--- src/source/cpu_isa_pkg.sv ---
package cpu_isa_pkg;

    typedef logic [31:0] word_t;
    typedef logic [4:0]  reg_num_t;

    // low bit of each instruction field
    localparam int op_pos     = 26;
    localparam int rs_pos     = 21;
    localparam int rt_pos     = 16;
    localparam int rd_pos     = 11;
    localparam int sa_pos     = 6;
    localparam int fn_pos     = 0;
    localparam int imm_pos    = 0;
    localparam int target_pos = 0;

    localparam logic [5:0] op_special = 6'b000000;
    localparam logic [5:0] op_j       = 6'b000010;
    localparam logic [5:0] op_jal     = 6'b000011;
    localparam logic [5:0] op_beq     = 6'b000100;
    localparam logic [5:0] op_bne     = 6'b000101;
    localparam logic [5:0] op_addiu   = 6'b001001;
    localparam logic [5:0] op_slti    = 6'b001010;
    localparam logic [5:0] op_sltiu   = 6'b001011;
    localparam logic [5:0] op_andi    = 6'b001100;
    localparam logic [5:0] op_ori     = 6'b001101;
    localparam logic [5:0] op_xori    = 6'b001110;
    localparam logic [5:0] op_lui     = 6'b001111;
    localparam logic [5:0] op_lb      = 6'b100000;
    localparam logic [5:0] op_lh      = 6'b100001;
    localparam logic [5:0] op_lw      = 6'b100011;
    localparam logic [5:0] op_lbu     = 6'b100100;
    localparam logic [5:0] op_lhu     = 6'b100101;
    localparam logic [5:0] op_sb      = 6'b101000;
    localparam logic [5:0] op_sh      = 6'b101001;
    localparam logic [5:0] op_sw      = 6'b101011;

    // funct field of op_special
    localparam logic [5:0] fn_sll  = 6'b000000;
    localparam logic [5:0] fn_srl  = 6'b000010;
    localparam logic [5:0] fn_sra  = 6'b000011;
    localparam logic [5:0] fn_jr   = 6'b001000;
    localparam logic [5:0] fn_addu = 6'b100001;
    localparam logic [5:0] fn_subu = 6'b100011;
    localparam logic [5:0] fn_and  = 6'b100100;
    localparam logic [5:0] fn_or   = 6'b100101;
    localparam logic [5:0] fn_xor  = 6'b100110;
    localparam logic [5:0] fn_nor  = 6'b100111;
    localparam logic [5:0] fn_slt  = 6'b101010;
    localparam logic [5:0] fn_sltu = 6'b101011;

    // link register written by jal
    localparam reg_num_t reg_ra = 5'd31;

endpackage

--- src/source/cpu_pipe_pkg.sv ---
package cpu_pipe_pkg;

    import cpu_isa_pkg::*;

    typedef enum logic [3:0] {
        alu_add,
        alu_sub,
        alu_and,
        alu_or,
        alu_xor,
        alu_nor,
        alu_slt,
        alu_sltu,
        alu_sll,
        alu_srl,
        alu_sra,
        alu_lui
    } alu_op_t;

    typedef enum logic [2:0] {
        mem_none,
        mem_byte,
        mem_byte_u,
        mem_half,
        mem_half_u,
        mem_word
    } mem_access_t;

    // operand sources of the alu
    typedef enum logic [1:0] {
        src_a_rs,
        src_a_shamt,
        src_a_pc
    } src_a_t;

    typedef enum logic [1:0] {
        src_b_rt,
        src_b_imm,
        src_b_eight
    } src_b_t;

    typedef struct packed {
        word_t       pc;
        word_t       rs_value;
        word_t       rt_value;
        word_t       imm;
        logic [4:0]  shamt;
        alu_op_t     alu_op;
        src_a_t      src_a;
        src_b_t      src_b;
        mem_access_t mem_access;
        logic        store;
        logic        reg_write;
        reg_num_t    dest;
        logic        load;
    } id_ex_t;

    typedef struct packed {
        word_t       pc;
        word_t       result;
        logic [1:0]  offset;
        mem_access_t mem_access;
        logic        reg_write;
        reg_num_t    dest;
        logic        load;
    } ex_mem_t;

    typedef struct packed {
        word_t    pc;
        logic     reg_write;
        reg_num_t dest;
        word_t    wdata;
    } mem_wb_t;

endpackage

--- src/source/pipe_stage_reg.sv ---
`timescale 1ns/1ps

module pipe_stage_reg #(
    parameter type payload_t = logic [31:0]
) (
    input  logic     clk,
    input  logic     reset,
    input  logic     stall,
    input  logic     valid_in,
    input  logic     allow_out,
    input  payload_t in,
    output logic     allow_in,
    output logic     valid_out,
    output logic     valid,
    output payload_t out
);

    // item leaves only when not held by this stage
    assign valid_out = valid & ~stall;
    assign allow_in  = ~valid | (valid_out & allow_out);

    always_ff @(posedge clk) begin
        if (reset) begin
            valid <= 1'b0;
        end else if (allow_in) begin
            valid <= valid_in;
        end
    end

    always_ff @(posedge clk) begin
        if (allow_in && valid_in) begin
            out <= in;
        end
    end

endmodule

--- src/source/fetch_unit.sv ---
`timescale 1ns/1ps

module fetch_unit import cpu_isa_pkg::*; #(
    parameter word_t reset_pc = 32'hbfc00000
) (
    input  logic  clk,
    input  logic  reset,
    input  logic  allow_in,
    input  logic  redirect,
    input  word_t redirect_pc,
    output word_t pc,
    output logic  start,
    output word_t fetch_addr
);

    // sram returns the word one cycle later, so the address leads pc by a cycle
    always_comb begin
        if (!allow_in) begin
            fetch_addr = pc;
        end else if (redirect) begin
            fetch_addr = redirect_pc;
        end else begin
            fetch_addr = pc + 32'd4;
        end
    end

    always_ff @(posedge clk) begin
        if (reset) begin
            pc    <= reset_pc - 32'd4;
            start <= 1'b0;
        end else begin
            pc    <= fetch_addr;
            start <= 1'b1;
        end
    end

endmodule

--- src/source/decode_control.sv ---
`timescale 1ns/1ps

module decode_control import cpu_isa_pkg::*, cpu_pipe_pkg::*; (
    input  word_t    instr,
    input  word_t    pc,
    input  word_t    if_pc,
    input  logic     valid,
    input  word_t    rs_value,
    input  word_t    rt_value,
    output reg_num_t rs,
    output reg_num_t rt,
    output logic     redirect,
    output word_t    redirect_pc,
    output id_ex_t   payload
);

    logic [5:0] opcode;
    logic [5:0] funct;
    reg_num_t   rd;
    word_t      imm_sext;
    word_t      imm_zext;
    word_t      branch_target;
    word_t      jump_target;

    function automatic mem_access_t access_of(logic [5:0] op);
        case (op)
            op_lb, op_sb: return mem_byte;
            op_lbu:       return mem_byte_u;
            op_lh, op_sh: return mem_half;
            op_lhu:       return mem_half_u;
            op_lw, op_sw: return mem_word;
            default:      return mem_none;
        endcase
    endfunction

    assign opcode   = instr[op_pos +: 6];
    assign funct    = instr[fn_pos +: 6];
    assign rs       = instr[rs_pos +: 5];
    assign rt       = instr[rt_pos +: 5];
    assign rd       = instr[rd_pos +: 5];
    assign imm_sext = {{16{instr[imm_pos + 15]}}, instr[imm_pos +: 16]};
    assign imm_zext = {16'd0, instr[imm_pos +: 16]};

    // targets are relative to the delay slot, which sits in IF
    assign branch_target = if_pc + {imm_sext[29:0], 2'b00};
    assign jump_target   = {if_pc[31:28], instr[target_pos +: 26], 2'b00};

    always_comb begin
        payload            = '0;
        payload.pc         = pc;
        payload.rs_value   = rs_value;
        payload.rt_value   = rt_value;
        payload.imm        = imm_sext;
        payload.shamt      = instr[sa_pos +: 5];
        payload.alu_op     = alu_add;
        payload.src_a      = src_a_rs;
        payload.src_b      = src_b_imm;
        payload.mem_access = access_of(opcode);
        payload.dest       = rt;
        redirect           = 1'b0;
        redirect_pc        = branch_target;

        case (opcode)
            op_special: begin
                payload.src_b     = src_b_rt;
                payload.dest      = rd;
                payload.reg_write = 1'b1;
                case (funct)
                    fn_addu: payload.alu_op = alu_add;
                    fn_subu: payload.alu_op = alu_sub;
                    fn_and:  payload.alu_op = alu_and;
                    fn_or:   payload.alu_op = alu_or;
                    fn_xor:  payload.alu_op = alu_xor;
                    fn_nor:  payload.alu_op = alu_nor;
                    fn_slt:  payload.alu_op = alu_slt;
                    fn_sltu: payload.alu_op = alu_sltu;
                    fn_sll, fn_srl, fn_sra: begin
                        payload.src_a = src_a_shamt;
                        payload.alu_op = (funct == fn_sll) ? alu_sll :
                                         (funct == fn_srl) ? alu_srl : alu_sra;
                    end
                    fn_jr: begin
                        payload.reg_write = 1'b0;
                        redirect          = valid;
                        redirect_pc       = rs_value;
                    end
                    default: payload.reg_write = 1'b0;
                endcase
            end
            op_addiu: payload.reg_write = 1'b1;
            op_slti: begin
                payload.reg_write = 1'b1;
                payload.alu_op    = alu_slt;
            end
            op_sltiu: begin
                payload.reg_write = 1'b1;
                payload.alu_op    = alu_sltu;
            end
            op_andi, op_ori, op_xori: begin
                payload.reg_write = 1'b1;
                payload.imm       = imm_zext;
                payload.alu_op    = (opcode == op_andi) ? alu_and :
                                    (opcode == op_ori) ? alu_or : alu_xor;
            end
            op_lui: begin
                payload.reg_write = 1'b1;
                payload.alu_op    = alu_lui;
            end
            op_beq: redirect = valid && (rs_value == rt_value);
            op_bne: redirect = valid && (rs_value != rt_value);
            op_j: begin
                redirect    = valid;
                redirect_pc = jump_target;
            end
            op_jal: begin
                redirect          = valid;
                redirect_pc       = jump_target;
                payload.reg_write = 1'b1;
                payload.dest      = reg_ra;
                payload.src_a     = src_a_pc;
                payload.src_b     = src_b_eight;
            end
            op_lb, op_lbu, op_lh, op_lhu, op_lw: begin
                payload.reg_write = 1'b1;
                payload.load      = 1'b1;
            end
            op_sb, op_sh, op_sw: payload.store = 1'b1;
            default: ;
        endcase
    end

endmodule

--- src/source/reg_file.sv ---
`timescale 1ns/1ps

module reg_file import cpu_isa_pkg::*; (
    input  logic     clk,
    input  reg_num_t read_a,
    input  reg_num_t read_b,
    input  logic     write_en,
    input  reg_num_t write_num,
    input  word_t    write_data,
    output word_t    data_a,
    output word_t    data_b
);

    word_t regs [32];

    always_ff @(posedge clk) begin
        if (write_en) begin
            regs[write_num] <= write_data;
        end
    end

    // r0 is hardwired, whatever was written to it
    assign data_a = (read_a == '0) ? '0 : regs[read_a];
    assign data_b = (read_b == '0) ? '0 : regs[read_b];

endmodule

--- src/source/forward_hazard.sv ---
`timescale 1ns/1ps

module forward_hazard import cpu_isa_pkg::*, cpu_pipe_pkg::*; (
    input  reg_num_t rs,
    input  reg_num_t rt,
    input  word_t    rf_rs,
    input  word_t    rf_rt,
    input  logic     ex_valid,
    input  id_ex_t   ex_payload,
    input  word_t    ex_result,
    input  logic     mem_valid,
    input  ex_mem_t  mem_payload,
    input  word_t    mem_data,
    input  logic     wb_valid,
    input  mem_wb_t  wb_payload,
    output word_t    rs_value,
    output word_t    rt_value,
    output logic     stall
);

    logic rs_ex;
    logic rs_mem;
    logic rs_wb;
    logic rt_ex;
    logic rt_mem;
    logic rt_wb;

    function automatic logic hit(logic valid, logic reg_write, reg_num_t dest, reg_num_t r);
        return valid && reg_write && (dest != '0) && (dest == r);
    endfunction

    assign rs_ex  = hit(ex_valid, ex_payload.reg_write, ex_payload.dest, rs);
    assign rs_mem = hit(mem_valid, mem_payload.reg_write, mem_payload.dest, rs);
    assign rs_wb  = hit(wb_valid, wb_payload.reg_write, wb_payload.dest, rs);
    assign rt_ex  = hit(ex_valid, ex_payload.reg_write, ex_payload.dest, rt);
    assign rt_mem = hit(mem_valid, mem_payload.reg_write, mem_payload.dest, rt);
    assign rt_wb  = hit(wb_valid, wb_payload.reg_write, wb_payload.dest, rt);

    // youngest producer first
    assign rs_value = rs_ex  ? ex_result :
                      rs_mem ? mem_data :
                      rs_wb  ? wb_payload.wdata : rf_rs;
    assign rt_value = rt_ex  ? ex_result :
                      rt_mem ? mem_data :
                      rt_wb  ? wb_payload.wdata : rf_rt;

    // load data is not ready until MEM
    assign stall = ex_payload.load && (rs_ex || rt_ex);

endmodule

--- src/source/execute_stage.sv ---
`timescale 1ns/1ps

module execute_stage import cpu_isa_pkg::*, cpu_pipe_pkg::*; (
    input  id_ex_t     payload,
    input  logic       valid,
    output word_t      result,
    output ex_mem_t    out_payload,
    output logic       mem_en,
    output logic [3:0] mem_wen,
    output word_t      mem_addr,
    output word_t      mem_wdata
);

    word_t      a;
    word_t      b;
    logic [1:0] offset;
    logic [3:0] byte_en;

    always_comb begin
        case (payload.src_a)
            src_a_shamt: a = {27'd0, payload.shamt};
            src_a_pc:    a = payload.pc;
            default:     a = payload.rs_value;
        endcase
        case (payload.src_b)
            src_b_imm:   b = payload.imm;
            src_b_eight: b = 32'd8;
            default:     b = payload.rt_value;
        endcase
    end

    always_comb begin
        case (payload.alu_op)
            alu_sub:  result = a - b;
            alu_and:  result = a & b;
            alu_or:   result = a | b;
            alu_xor:  result = a ^ b;
            alu_nor:  result = ~(a | b);
            alu_slt:  result = {31'd0, $signed(a) < $signed(b)};
            alu_sltu: result = {31'd0, a < b};
            alu_sll:  result = b << a[4:0];
            alu_srl:  result = b >> a[4:0];
            alu_sra:  result = $signed(b) >>> a[4:0];
            alu_lui:  result = {b[15:0], 16'd0};
            default:  result = a + b;
        endcase
    end

    assign offset = result[1:0];

    // store data copied to every lane, enables pick the lane
    always_comb begin
        case (payload.mem_access)
            mem_byte, mem_byte_u: begin
                byte_en   = 4'b0001 << offset;
                mem_wdata = {4{payload.rt_value[7:0]}};
            end
            mem_half, mem_half_u: begin
                byte_en   = offset[1] ? 4'b1100 : 4'b0011;
                mem_wdata = {2{payload.rt_value[15:0]}};
            end
            default: begin
                byte_en   = 4'b1111;
                mem_wdata = payload.rt_value;
            end
        endcase
    end

    assign mem_en   = valid && (payload.load || payload.store);
    assign mem_wen  = (valid && payload.store) ? byte_en : 4'b0000;
    assign mem_addr = result;

    assign out_payload = '{
        pc:         payload.pc,
        result:     result,
        offset:     offset,
        mem_access: payload.mem_access,
        reg_write:  payload.reg_write,
        dest:       payload.dest,
        load:       payload.load
    };

endmodule

--- src/source/load_align.sv ---
`timescale 1ns/1ps

module load_align import cpu_isa_pkg::*, cpu_pipe_pkg::*; (
    input  ex_mem_t payload,
    input  word_t   rdata,
    output mem_wb_t wb_payload
);

    word_t lane;
    word_t load_data;

    // addressed byte or half moved down to bit 0
    assign lane = rdata >> {payload.offset, 3'b000};

    always_comb begin
        case (payload.mem_access)
            mem_byte:   load_data = {{24{lane[7]}}, lane[7:0]};
            mem_byte_u: load_data = {24'd0, lane[7:0]};
            mem_half:   load_data = {{16{lane[15]}}, lane[15:0]};
            mem_half_u: load_data = {16'd0, lane[15:0]};
            default:    load_data = rdata;
        endcase
    end

    assign wb_payload = '{
        pc:        payload.pc,
        reg_write: payload.reg_write,
        dest:      payload.dest,
        wdata:     payload.load ? load_data : payload.result
    };

endmodule

--- src/source/mips_core_top.sv ---
`timescale 1ns/1ps

module mips_core_top import cpu_isa_pkg::*, cpu_pipe_pkg::*; #(
    parameter word_t reset_pc = 32'hbfc00000
) (
    input  logic       clk,
    input  logic       reset,

    output logic       inst_sram_en,
    output logic [3:0] inst_sram_wen,
    output word_t      inst_sram_addr,
    output word_t      inst_sram_wdata,
    input  word_t      inst_sram_rdata,

    output logic       data_sram_en,
    output logic [3:0] data_sram_wen,
    output word_t      data_sram_addr,
    output word_t      data_sram_wdata,
    input  word_t      data_sram_rdata,

    output word_t      debug_wb_pc,
    output logic [3:0] debug_wb_rf_wen,
    output reg_num_t   debug_wb_rf_wnum,
    output word_t      debug_wb_rf_wdata
);

    logic        start;
    logic        redirect;
    word_t       redirect_pc;
    word_t       if_pc;
    logic        if_allow;
    logic        id_allow;
    logic        ex_allow;
    logic        mem_allow;

    logic [63:0] id_word;
    word_t       id_pc;
    word_t       id_instr;
    logic        id_valid;
    logic        id_valid_out;
    reg_num_t    rs;
    reg_num_t    rt;
    word_t       rf_rs;
    word_t       rf_rt;
    word_t       rs_value;
    word_t       rt_value;
    logic        stall;
    id_ex_t      id_payload;

    id_ex_t      ex_payload;
    logic        ex_valid;
    logic        ex_valid_out;
    word_t       ex_result;
    ex_mem_t     ex_out;

    ex_mem_t     mem_payload;
    logic        mem_valid;
    logic        mem_valid_out;
    mem_wb_t     mem_out;

    mem_wb_t     wb_payload;
    logic        wb_valid;
    logic        wb_valid_out;
    logic        wb_write;

    // instruction port is read only
    assign inst_sram_en    = 1'b1;
    assign inst_sram_wen   = 4'b0000;
    assign inst_sram_wdata = '0;

    fetch_unit #(.reset_pc(reset_pc)) i_fetch_unit (
        .clk         (clk),
        .reset       (reset),
        .allow_in    (if_allow),
        .redirect    (redirect),
        .redirect_pc (redirect_pc),
        .pc          (if_pc),
        .start       (start),
        .fetch_addr  (inst_sram_addr)
    );

    pipe_stage_reg #(.payload_t(logic [63:0])) if_id (
        .clk       (clk),
        .reset     (reset),
        .stall     (stall),
        .valid_in  (start),
        .allow_out (id_allow),
        .in        ({if_pc, inst_sram_rdata}),
        .allow_in  (if_allow),
        .valid_out (id_valid_out),
        .valid     (id_valid),
        .out       (id_word)
    );

    assign id_pc    = id_word[63:32];
    assign id_instr = id_word[31:0];

    decode_control i_decode_control (
        .instr       (id_instr),
        .pc          (id_pc),
        .if_pc       (if_pc),
        .valid       (id_valid),
        .rs_value    (rs_value),
        .rt_value    (rt_value),
        .rs          (rs),
        .rt          (rt),
        .redirect    (redirect),
        .redirect_pc (redirect_pc),
        .payload     (id_payload)
    );

    reg_file i_reg_file (
        .clk        (clk),
        .read_a     (rs),
        .read_b     (rt),
        .write_en   (wb_write),
        .write_num  (wb_payload.dest),
        .write_data (wb_payload.wdata),
        .data_a     (rf_rs),
        .data_b     (rf_rt)
    );

    forward_hazard i_forward_hazard (
        .rs          (rs),
        .rt          (rt),
        .rf_rs       (rf_rs),
        .rf_rt       (rf_rt),
        .ex_valid    (ex_valid),
        .ex_payload  (ex_payload),
        .ex_result   (ex_result),
        .mem_valid   (mem_valid),
        .mem_payload (mem_payload),
        .mem_data    (mem_out.wdata),
        .wb_valid    (wb_valid),
        .wb_payload  (wb_payload),
        .rs_value    (rs_value),
        .rt_value    (rt_value),
        .stall       (stall)
    );

    pipe_stage_reg #(.payload_t(id_ex_t)) id_ex (
        .clk       (clk),
        .reset     (reset),
        .stall     (1'b0),
        .valid_in  (id_valid_out),
        .allow_out (ex_allow),
        .in        (id_payload),
        .allow_in  (id_allow),
        .valid_out (ex_valid_out),
        .valid     (ex_valid),
        .out       (ex_payload)
    );

    execute_stage i_execute_stage (
        .payload     (ex_payload),
        .valid       (ex_valid),
        .result      (ex_result),
        .out_payload (ex_out),
        .mem_en      (data_sram_en),
        .mem_wen     (data_sram_wen),
        .mem_addr    (data_sram_addr),
        .mem_wdata   (data_sram_wdata)
    );

    pipe_stage_reg #(.payload_t(ex_mem_t)) ex_mem (
        .clk       (clk),
        .reset     (reset),
        .stall     (1'b0),
        .valid_in  (ex_valid_out),
        .allow_out (mem_allow),
        .in        (ex_out),
        .allow_in  (ex_allow),
        .valid_out (mem_valid_out),
        .valid     (mem_valid),
        .out       (mem_payload)
    );

    load_align i_load_align (
        .payload    (mem_payload),
        .rdata      (data_sram_rdata),
        .wb_payload (mem_out)
    );

    pipe_stage_reg #(.payload_t(mem_wb_t)) mem_wb (
        .clk       (clk),
        .reset     (reset),
        .stall     (1'b0),
        .valid_in  (mem_valid_out),
        .allow_out (1'b1),
        .in        (mem_out),
        .allow_in  (mem_allow),
        .valid_out (wb_valid_out),
        .valid     (wb_valid),
        .out       (wb_payload)
    );

    assign wb_write = wb_valid_out && wb_payload.reg_write;

    assign debug_wb_pc       = wb_payload.pc;
    assign debug_wb_rf_wen   = {4{wb_write}};
    assign debug_wb_rf_wnum  = wb_payload.dest;
    assign debug_wb_rf_wdata = wb_payload.wdata;

endmodule

--- config.mk ---
export PLATFORM = sky130hd
export DESIGN_NAME = mips_core_top
export DESIGN_NICKNAME = d
export VERILOG_FILES = /design/src/source/cpu_isa_pkg.sv /design/src/source/cpu_pipe_pkg.sv /design/src/source/pipe_stage_reg.sv /design/src/source/fetch_unit.sv /design/src/source/decode_control.sv /design/src/source/reg_file.sv /design/src/source/forward_hazard.sv /design/src/source/execute_stage.sv /design/src/source/load_align.sv /design/src/source/mips_core_top.sv
export SDC_FILE = /design/constraint.sdc
export NUM_CORES = 2
export LEC_CHECK = 0
export ABC_CLOCK_PERIOD_IN_PS = 21500
export BUFFER_PORTS_ARGS = -buffer_cell sky130_fd_sc_hd__clkbuf_2
export CORE_MARGIN = 2
export CORE_UTILIZATION = 44
export CTS_CLUSTER_DIAMETER = 100
export DETAILED_ROUTE_END_ITERATION = 16
export PLACE_DENSITY = 0.63
export SYNTH_ARGS = -nofsm -noshare
export SYNTH_HDL_FRONTEND = slang
export SYNTH_SLANG_ARGS = --single-unit
export TNS_END_PERCENT = 10
--- constraint.sdc ---
create_clock -name clk -period 21.5 [get_ports clk]
set_input_delay 1.075 -clock clk [delete_from_list [all_inputs] [get_ports clk]]
set_output_delay 1.075 -clock clk [all_outputs]
set_load 0.01 [all_outputs]
==> run_summary.xml <==
<?xml version="1.0" encoding="UTF-8"?>
<metrics>
  <group name="final_layout">
    <metric name="post_route_cells_drive_above_1_share" unit="%">22.0</metric>
    <metric name="layout.area.seq" unit="mm^2">0.0419</metric>
    <metric name="multi_input_area" unit="mm^2">0.0346</metric>
    <metric name="num-fill-cells" unit="">15600</metric>
    <metric name="final_nets" unit="">6329</metric>
    <metric name="areaGrowthSynthToFinish" unit="%">9.96</metric>
  </group>
  <group name="timing">
    <metric name="totalNegativeSetupSlack" unit="ns">0</metric>
    <metric name="finClkSkew" unit="ns">0.0541</metric>
    <metric name="rsz_0062_raised_after_global_routing" unit="">false</metric>
    <metric name="clock.fmax" unit="GHz">0.0862</metric>
    <metric name="final-max-slew-violation-count" unit="">1</metric>
    <metric name="timing.max_slew.rel_slack" unit="%">-1.84</metric>
    <metric name="timing_hold_violations_final" unit="">0</metric>
    <metric name="layout_min_cycle_time" unit="ns">11.60</metric>
    <metric name="worst_slew_pin_slew" unit="ns">1.49</metric>
    <metric name="fin_ws" unit="ns">9.90</metric>
    <metric name="finalSetupViolations" unit="">0</metric>
    <metric name="period_share" unit="%">54.0</metric>
  </group>
  <group name="worst_setup_path">
    <metric name="sort_of_element_at_the_end_of_the_critical_path" unit="">output port</metric>
    <metric name="worst-endpoint-required" unit="ns">20.43</metric>
    <metric name="path_buf_inv" unit="">7</metric>
    <metric name="crit_path_max_incr_delay" unit="ns">0.91</metric>
    <metric name="worst_setup_path_start_kind" unit="">register</metric>
    <metric name="crit_arrival" unit="ns">10.53</metric>
    <metric name="crit_slowest_cell" unit="">sky130_fd_sc_hd__a221oi_2</metric>
    <metric name="cp_max_fanout" unit="">48</metric>
    <metric name="crit_top_cell" unit="">sky130_fd_sc_hd__buf_4</metric>
    <metric name="critPathKind" unit="">reg2out</metric>
    <metric name="crit_family" unit="">compound AO/OA/AOI/OAI gates</metric>
  </group>
  <group name="logic_synthesis">
    <metric name="asyncSetResetFlopFracSynth" unit="%">0</metric>
    <metric name="postSynth.topFlopCell" unit="">sky130_fd_sc_hd__edfxtp_1</metric>
    <metric name="syn-mean-instance-area" unit="um^2">13.1</metric>
    <metric name="synth-seq-cells" unit="">1410</metric>
    <metric name="synth.yosys.seq_area_share" unit="%">52.5</metric>
    <metric name="synth_enable_flop_cells" unit="">1363</metric>
    <metric name="synthDistinctLibCells" unit="">109</metric>
    <metric name="ys.warnings.count" unit="">0</metric>
    <metric name="post_synth_instance_area" unit="mm^2">0.0798</metric>
    <metric name="synth_cells" unit="">6094</metric>
  </group>
  <group name="floorplan">
    <metric name="die_boundary_height" unit="um">430</metric>
    <metric name="placeableCoreArea" unit="mm^2">0.181</metric>
    <metric name="ioPinCount" unit="">277</metric>
    <metric name="rows" unit="">156</metric>
    <metric name="die_width" unit="um">430</metric>
    <metric name="die_area" unit="mm^2">0.185</metric>
    <metric name="start_util" unit="%">44.2</metric>
  </group>
  <group name="pwr">
    <metric name="power.total" unit="mW">7.21</metric>
    <metric name="static-leakage-power" unit="nW">29.7</metric>
    <metric name="power.density" unit="mW/mm^2">82.1</metric>
    <metric name="vdd.ir_drop.worst" unit="mV">0.0793</metric>
  </group>
  <group name="global_routing">
    <metric name="grt_first_pass_wirelength" unit="um">462000</metric>
    <metric name="gr-usage-met3" unit="%">8.76</metric>
    <metric name="grt_remaining_overflow" unit="">0</metric>
    <metric name="globalRouteMet2Util" unit="%">56.2</metric>
    <metric name="grt_max_usage_layer" unit="">met2</metric>
    <metric name="grtUsageMet1" unit="%">42.5</metric>
    <metric name="antenna_found_initial" unit="">28</metric>
    <metric name="global_route.usage.total" unit="%">35.8</metric>
    <metric name="number_of_global_route_vias_before_repair" unit="">58200</metric>
    <metric name="grt_start_max_net_pins" unit="">99</metric>
  </group>
  <group name="placed_design">
    <metric name="port_buffers" unit="">239</metric>
    <metric name="pre_cts_ws" unit="ns">11.20</metric>
    <metric name="dp.final_hpwl" unit="um">227000</metric>
    <metric name="place.gp.congestion" unit="">1.06</metric>
  </group>
  <group name="clock_tree">
    <metric name="cts.path.max_buffers" unit="">3</metric>
    <metric name="number_of_buffers_inserted_by_post_cts_setup_repair" unit="">0</metric>
    <metric name="ctsRootBufferMaster" unit="">sky130_fd_sc_hd__clkbuf_16</metric>
    <metric name="cts_hold_repair.buffers" unit="">0</metric>
    <metric name="cts.sink_count" unit="">1410</metric>
    <metric name="worstSkewPairLatency" unit="ns">0.82</metric>
    <metric name="cts-buffers-inserted" unit="">150</metric>
    <metric name="clk_slew_on_worst_s_h_paths" unit="ns">0.06</metric>
    <metric name="clock_tree.htree_level_count" unit="">4</metric>
    <metric name="post_cts_resize_count" unit="">0</metric>
    <metric name="cts_tree" unit="">built</metric>
  </group>
  <group name="detailed_routing">
    <metric name="drt-total-wl" unit="um">336000</metric>
    <metric name="antenna_violating_nets_post_route" unit="">0</metric>
    <metric name="drt-vias-per-instance" unit="">6.97</metric>
    <metric name="post-route-drc-count" unit="">0</metric>
    <metric name="via_count" unit="">60200</metric>
    <metric name="detailedRoute.firstPassIterationCount" unit="">6</metric>
    <metric name="wl_per_cell" unit="um">38.9</metric>
    <metric name="detail_route.iter0.violations" unit="">9408</metric>
  </group>
  <group name="outcome">
    <metric name="failed_checks" unit="">max-capacitance violations, max-slew violations</metric>
    <metric name="outcome" unit="">finished with violations</metric>
  </group>
  <group name="hold_path">
    <metric name="hold_path_class" unit="">reg2reg</metric>
  </group>
  <group name="job">
    <metric name="max_cap_viol_count" unit="">2</metric>
  </group>
</metrics>
## per-layer routing
metal / up-vias / part of all wire [%] / wire length (um)
met5: - / 0.054 / 181
met4: 28 / 9.5 / 31900
met3: 1155 / 11 / 35400
met2: 4231 / 46 / 154000
met1: 30500 / 34 / 115000
li1: 24300 / - / -
## through the flow
stage                     instances  utilization [%]  area (um^2)  hold WS (ns)
after floorplan                6129                -        79900         0.400
after global placement         8345             45.9        82900         0.401
after detailed placement       8345             45.9        82900         0.405
after global routing           8627             48.6        87700         0.406
final                          8635             48.6        87700         0.409
after CTS                      8622             48.6        87700         0.397
## flip-flops by register name, indices dropped and copies added, names as in the netlist, named ones only
register            flops
id_ex.out             131
ex_mem.out             74
mem_wb.out             70
i_reg_file.regs      1024
i_fetch_unit.pc        32
ex_mem.valid            1
i_fetch_unit.start      1
mem_wb.valid            1
id_ex.valid             1
if_id.out              64
if_id.valid             1
## cells by family (layout without fill, tap and decap cells)
logic type      count (synthesis)  in the layout  share of synthesized area [%]
compound gates               1530           1530                           13.0
simple gates                 1376           1376                           8.13
mux                           762            762                           18.2
flops                        1410           1410                           52.5
buf+inv                       767            892                           4.75
xor+xnor                      112            112                           1.23
fa+ha+maj                     135            135                           2.14
other cells                     2             48                        0.00941
## report_power, final
part / total, mW / switching [mW] / internal, mW
sequential: 3.14 / 0.0905 / 3.05
combinational: 1.51 / 0.997 / 0.514
clock: 2.56 / 1.14 / 1.42
## worst paths after layout
| check | startpoint | end | slack, ns | cells after the start |
|---|---|---|---|---|
| max | id_ex.out[12] | inst_sram_addr[6] | 9.90 | 28 |
| min reg2reg | ex_mem.out[46] | mem_wb.out[40] | 0.41 | 0 |
| min | ex_mem.out[46] | mem_wb.out[40] | 0.41 | 0 |
| max reg2reg | id_ex.out[12] | i_fetch_unit.pc[23] | 11.78 | 27 |
## cells in the final DEF (no fill, tap or decap), drive strengths merged, types with 98 or more instances in the layout
cell / count
a21oi: 338
a22oi: 98
buf: 205
clkbuf: 416
edfxtp: 1363
ha: 131
inv: 176
mux2i: 176
mux4: 550
nand2: 467
nand3: 131
nor2: 338
o21ai: 319
## layout make-up
type	count	share of cell area (%)
sequential	1410	47.8
multi-input combinational	3952	39.4
clock buffer	177	4.39
tap	2370	3.38
timing repair buffer	444	3.15
clock inverter	100	1.12
inverter	171	0.739
antenna	11	0.0314
## Yosys cell counts (all sizes together) (42+ instances only)
| cell | instances | area, um^2 |
|---|---|---|
| dfxtp | 47 | 941 |
| edfxtp | 1363 | 40900 |
| xnor2 | 66 | 578 |
| mux4 | 550 | 12400 |
| xor2 | 46 | 403 |
| ha | 131 | 1640 |
| a22oi | 98 | 746 |
| o211ai | 89 | 673 |
| buf | 371 | 2300 |
| o22ai | 97 | 607 |
| nand3 | 131 | 656 |
| mux2i | 176 | 1760 |
| inv | 169 | 637 |
| a221oi | 76 | 691 |
| and3 | 44 | 275 |
| clkbuf | 225 | 845 |
| a22o | 55 | 482 |
| a211oi | 54 | 405 |
| nor2 | 338 | 1280 |
| a21oi | 338 | 1710 |
| nor3 | 96 | 480 |
| nand4 | 52 | 325 |
| nand2 | 467 | 1760 |
| o21ai | 319 | 1600 |
| a31oi | 42 | 269 |
Note: power is estimated with default switching activity, not from simulation.
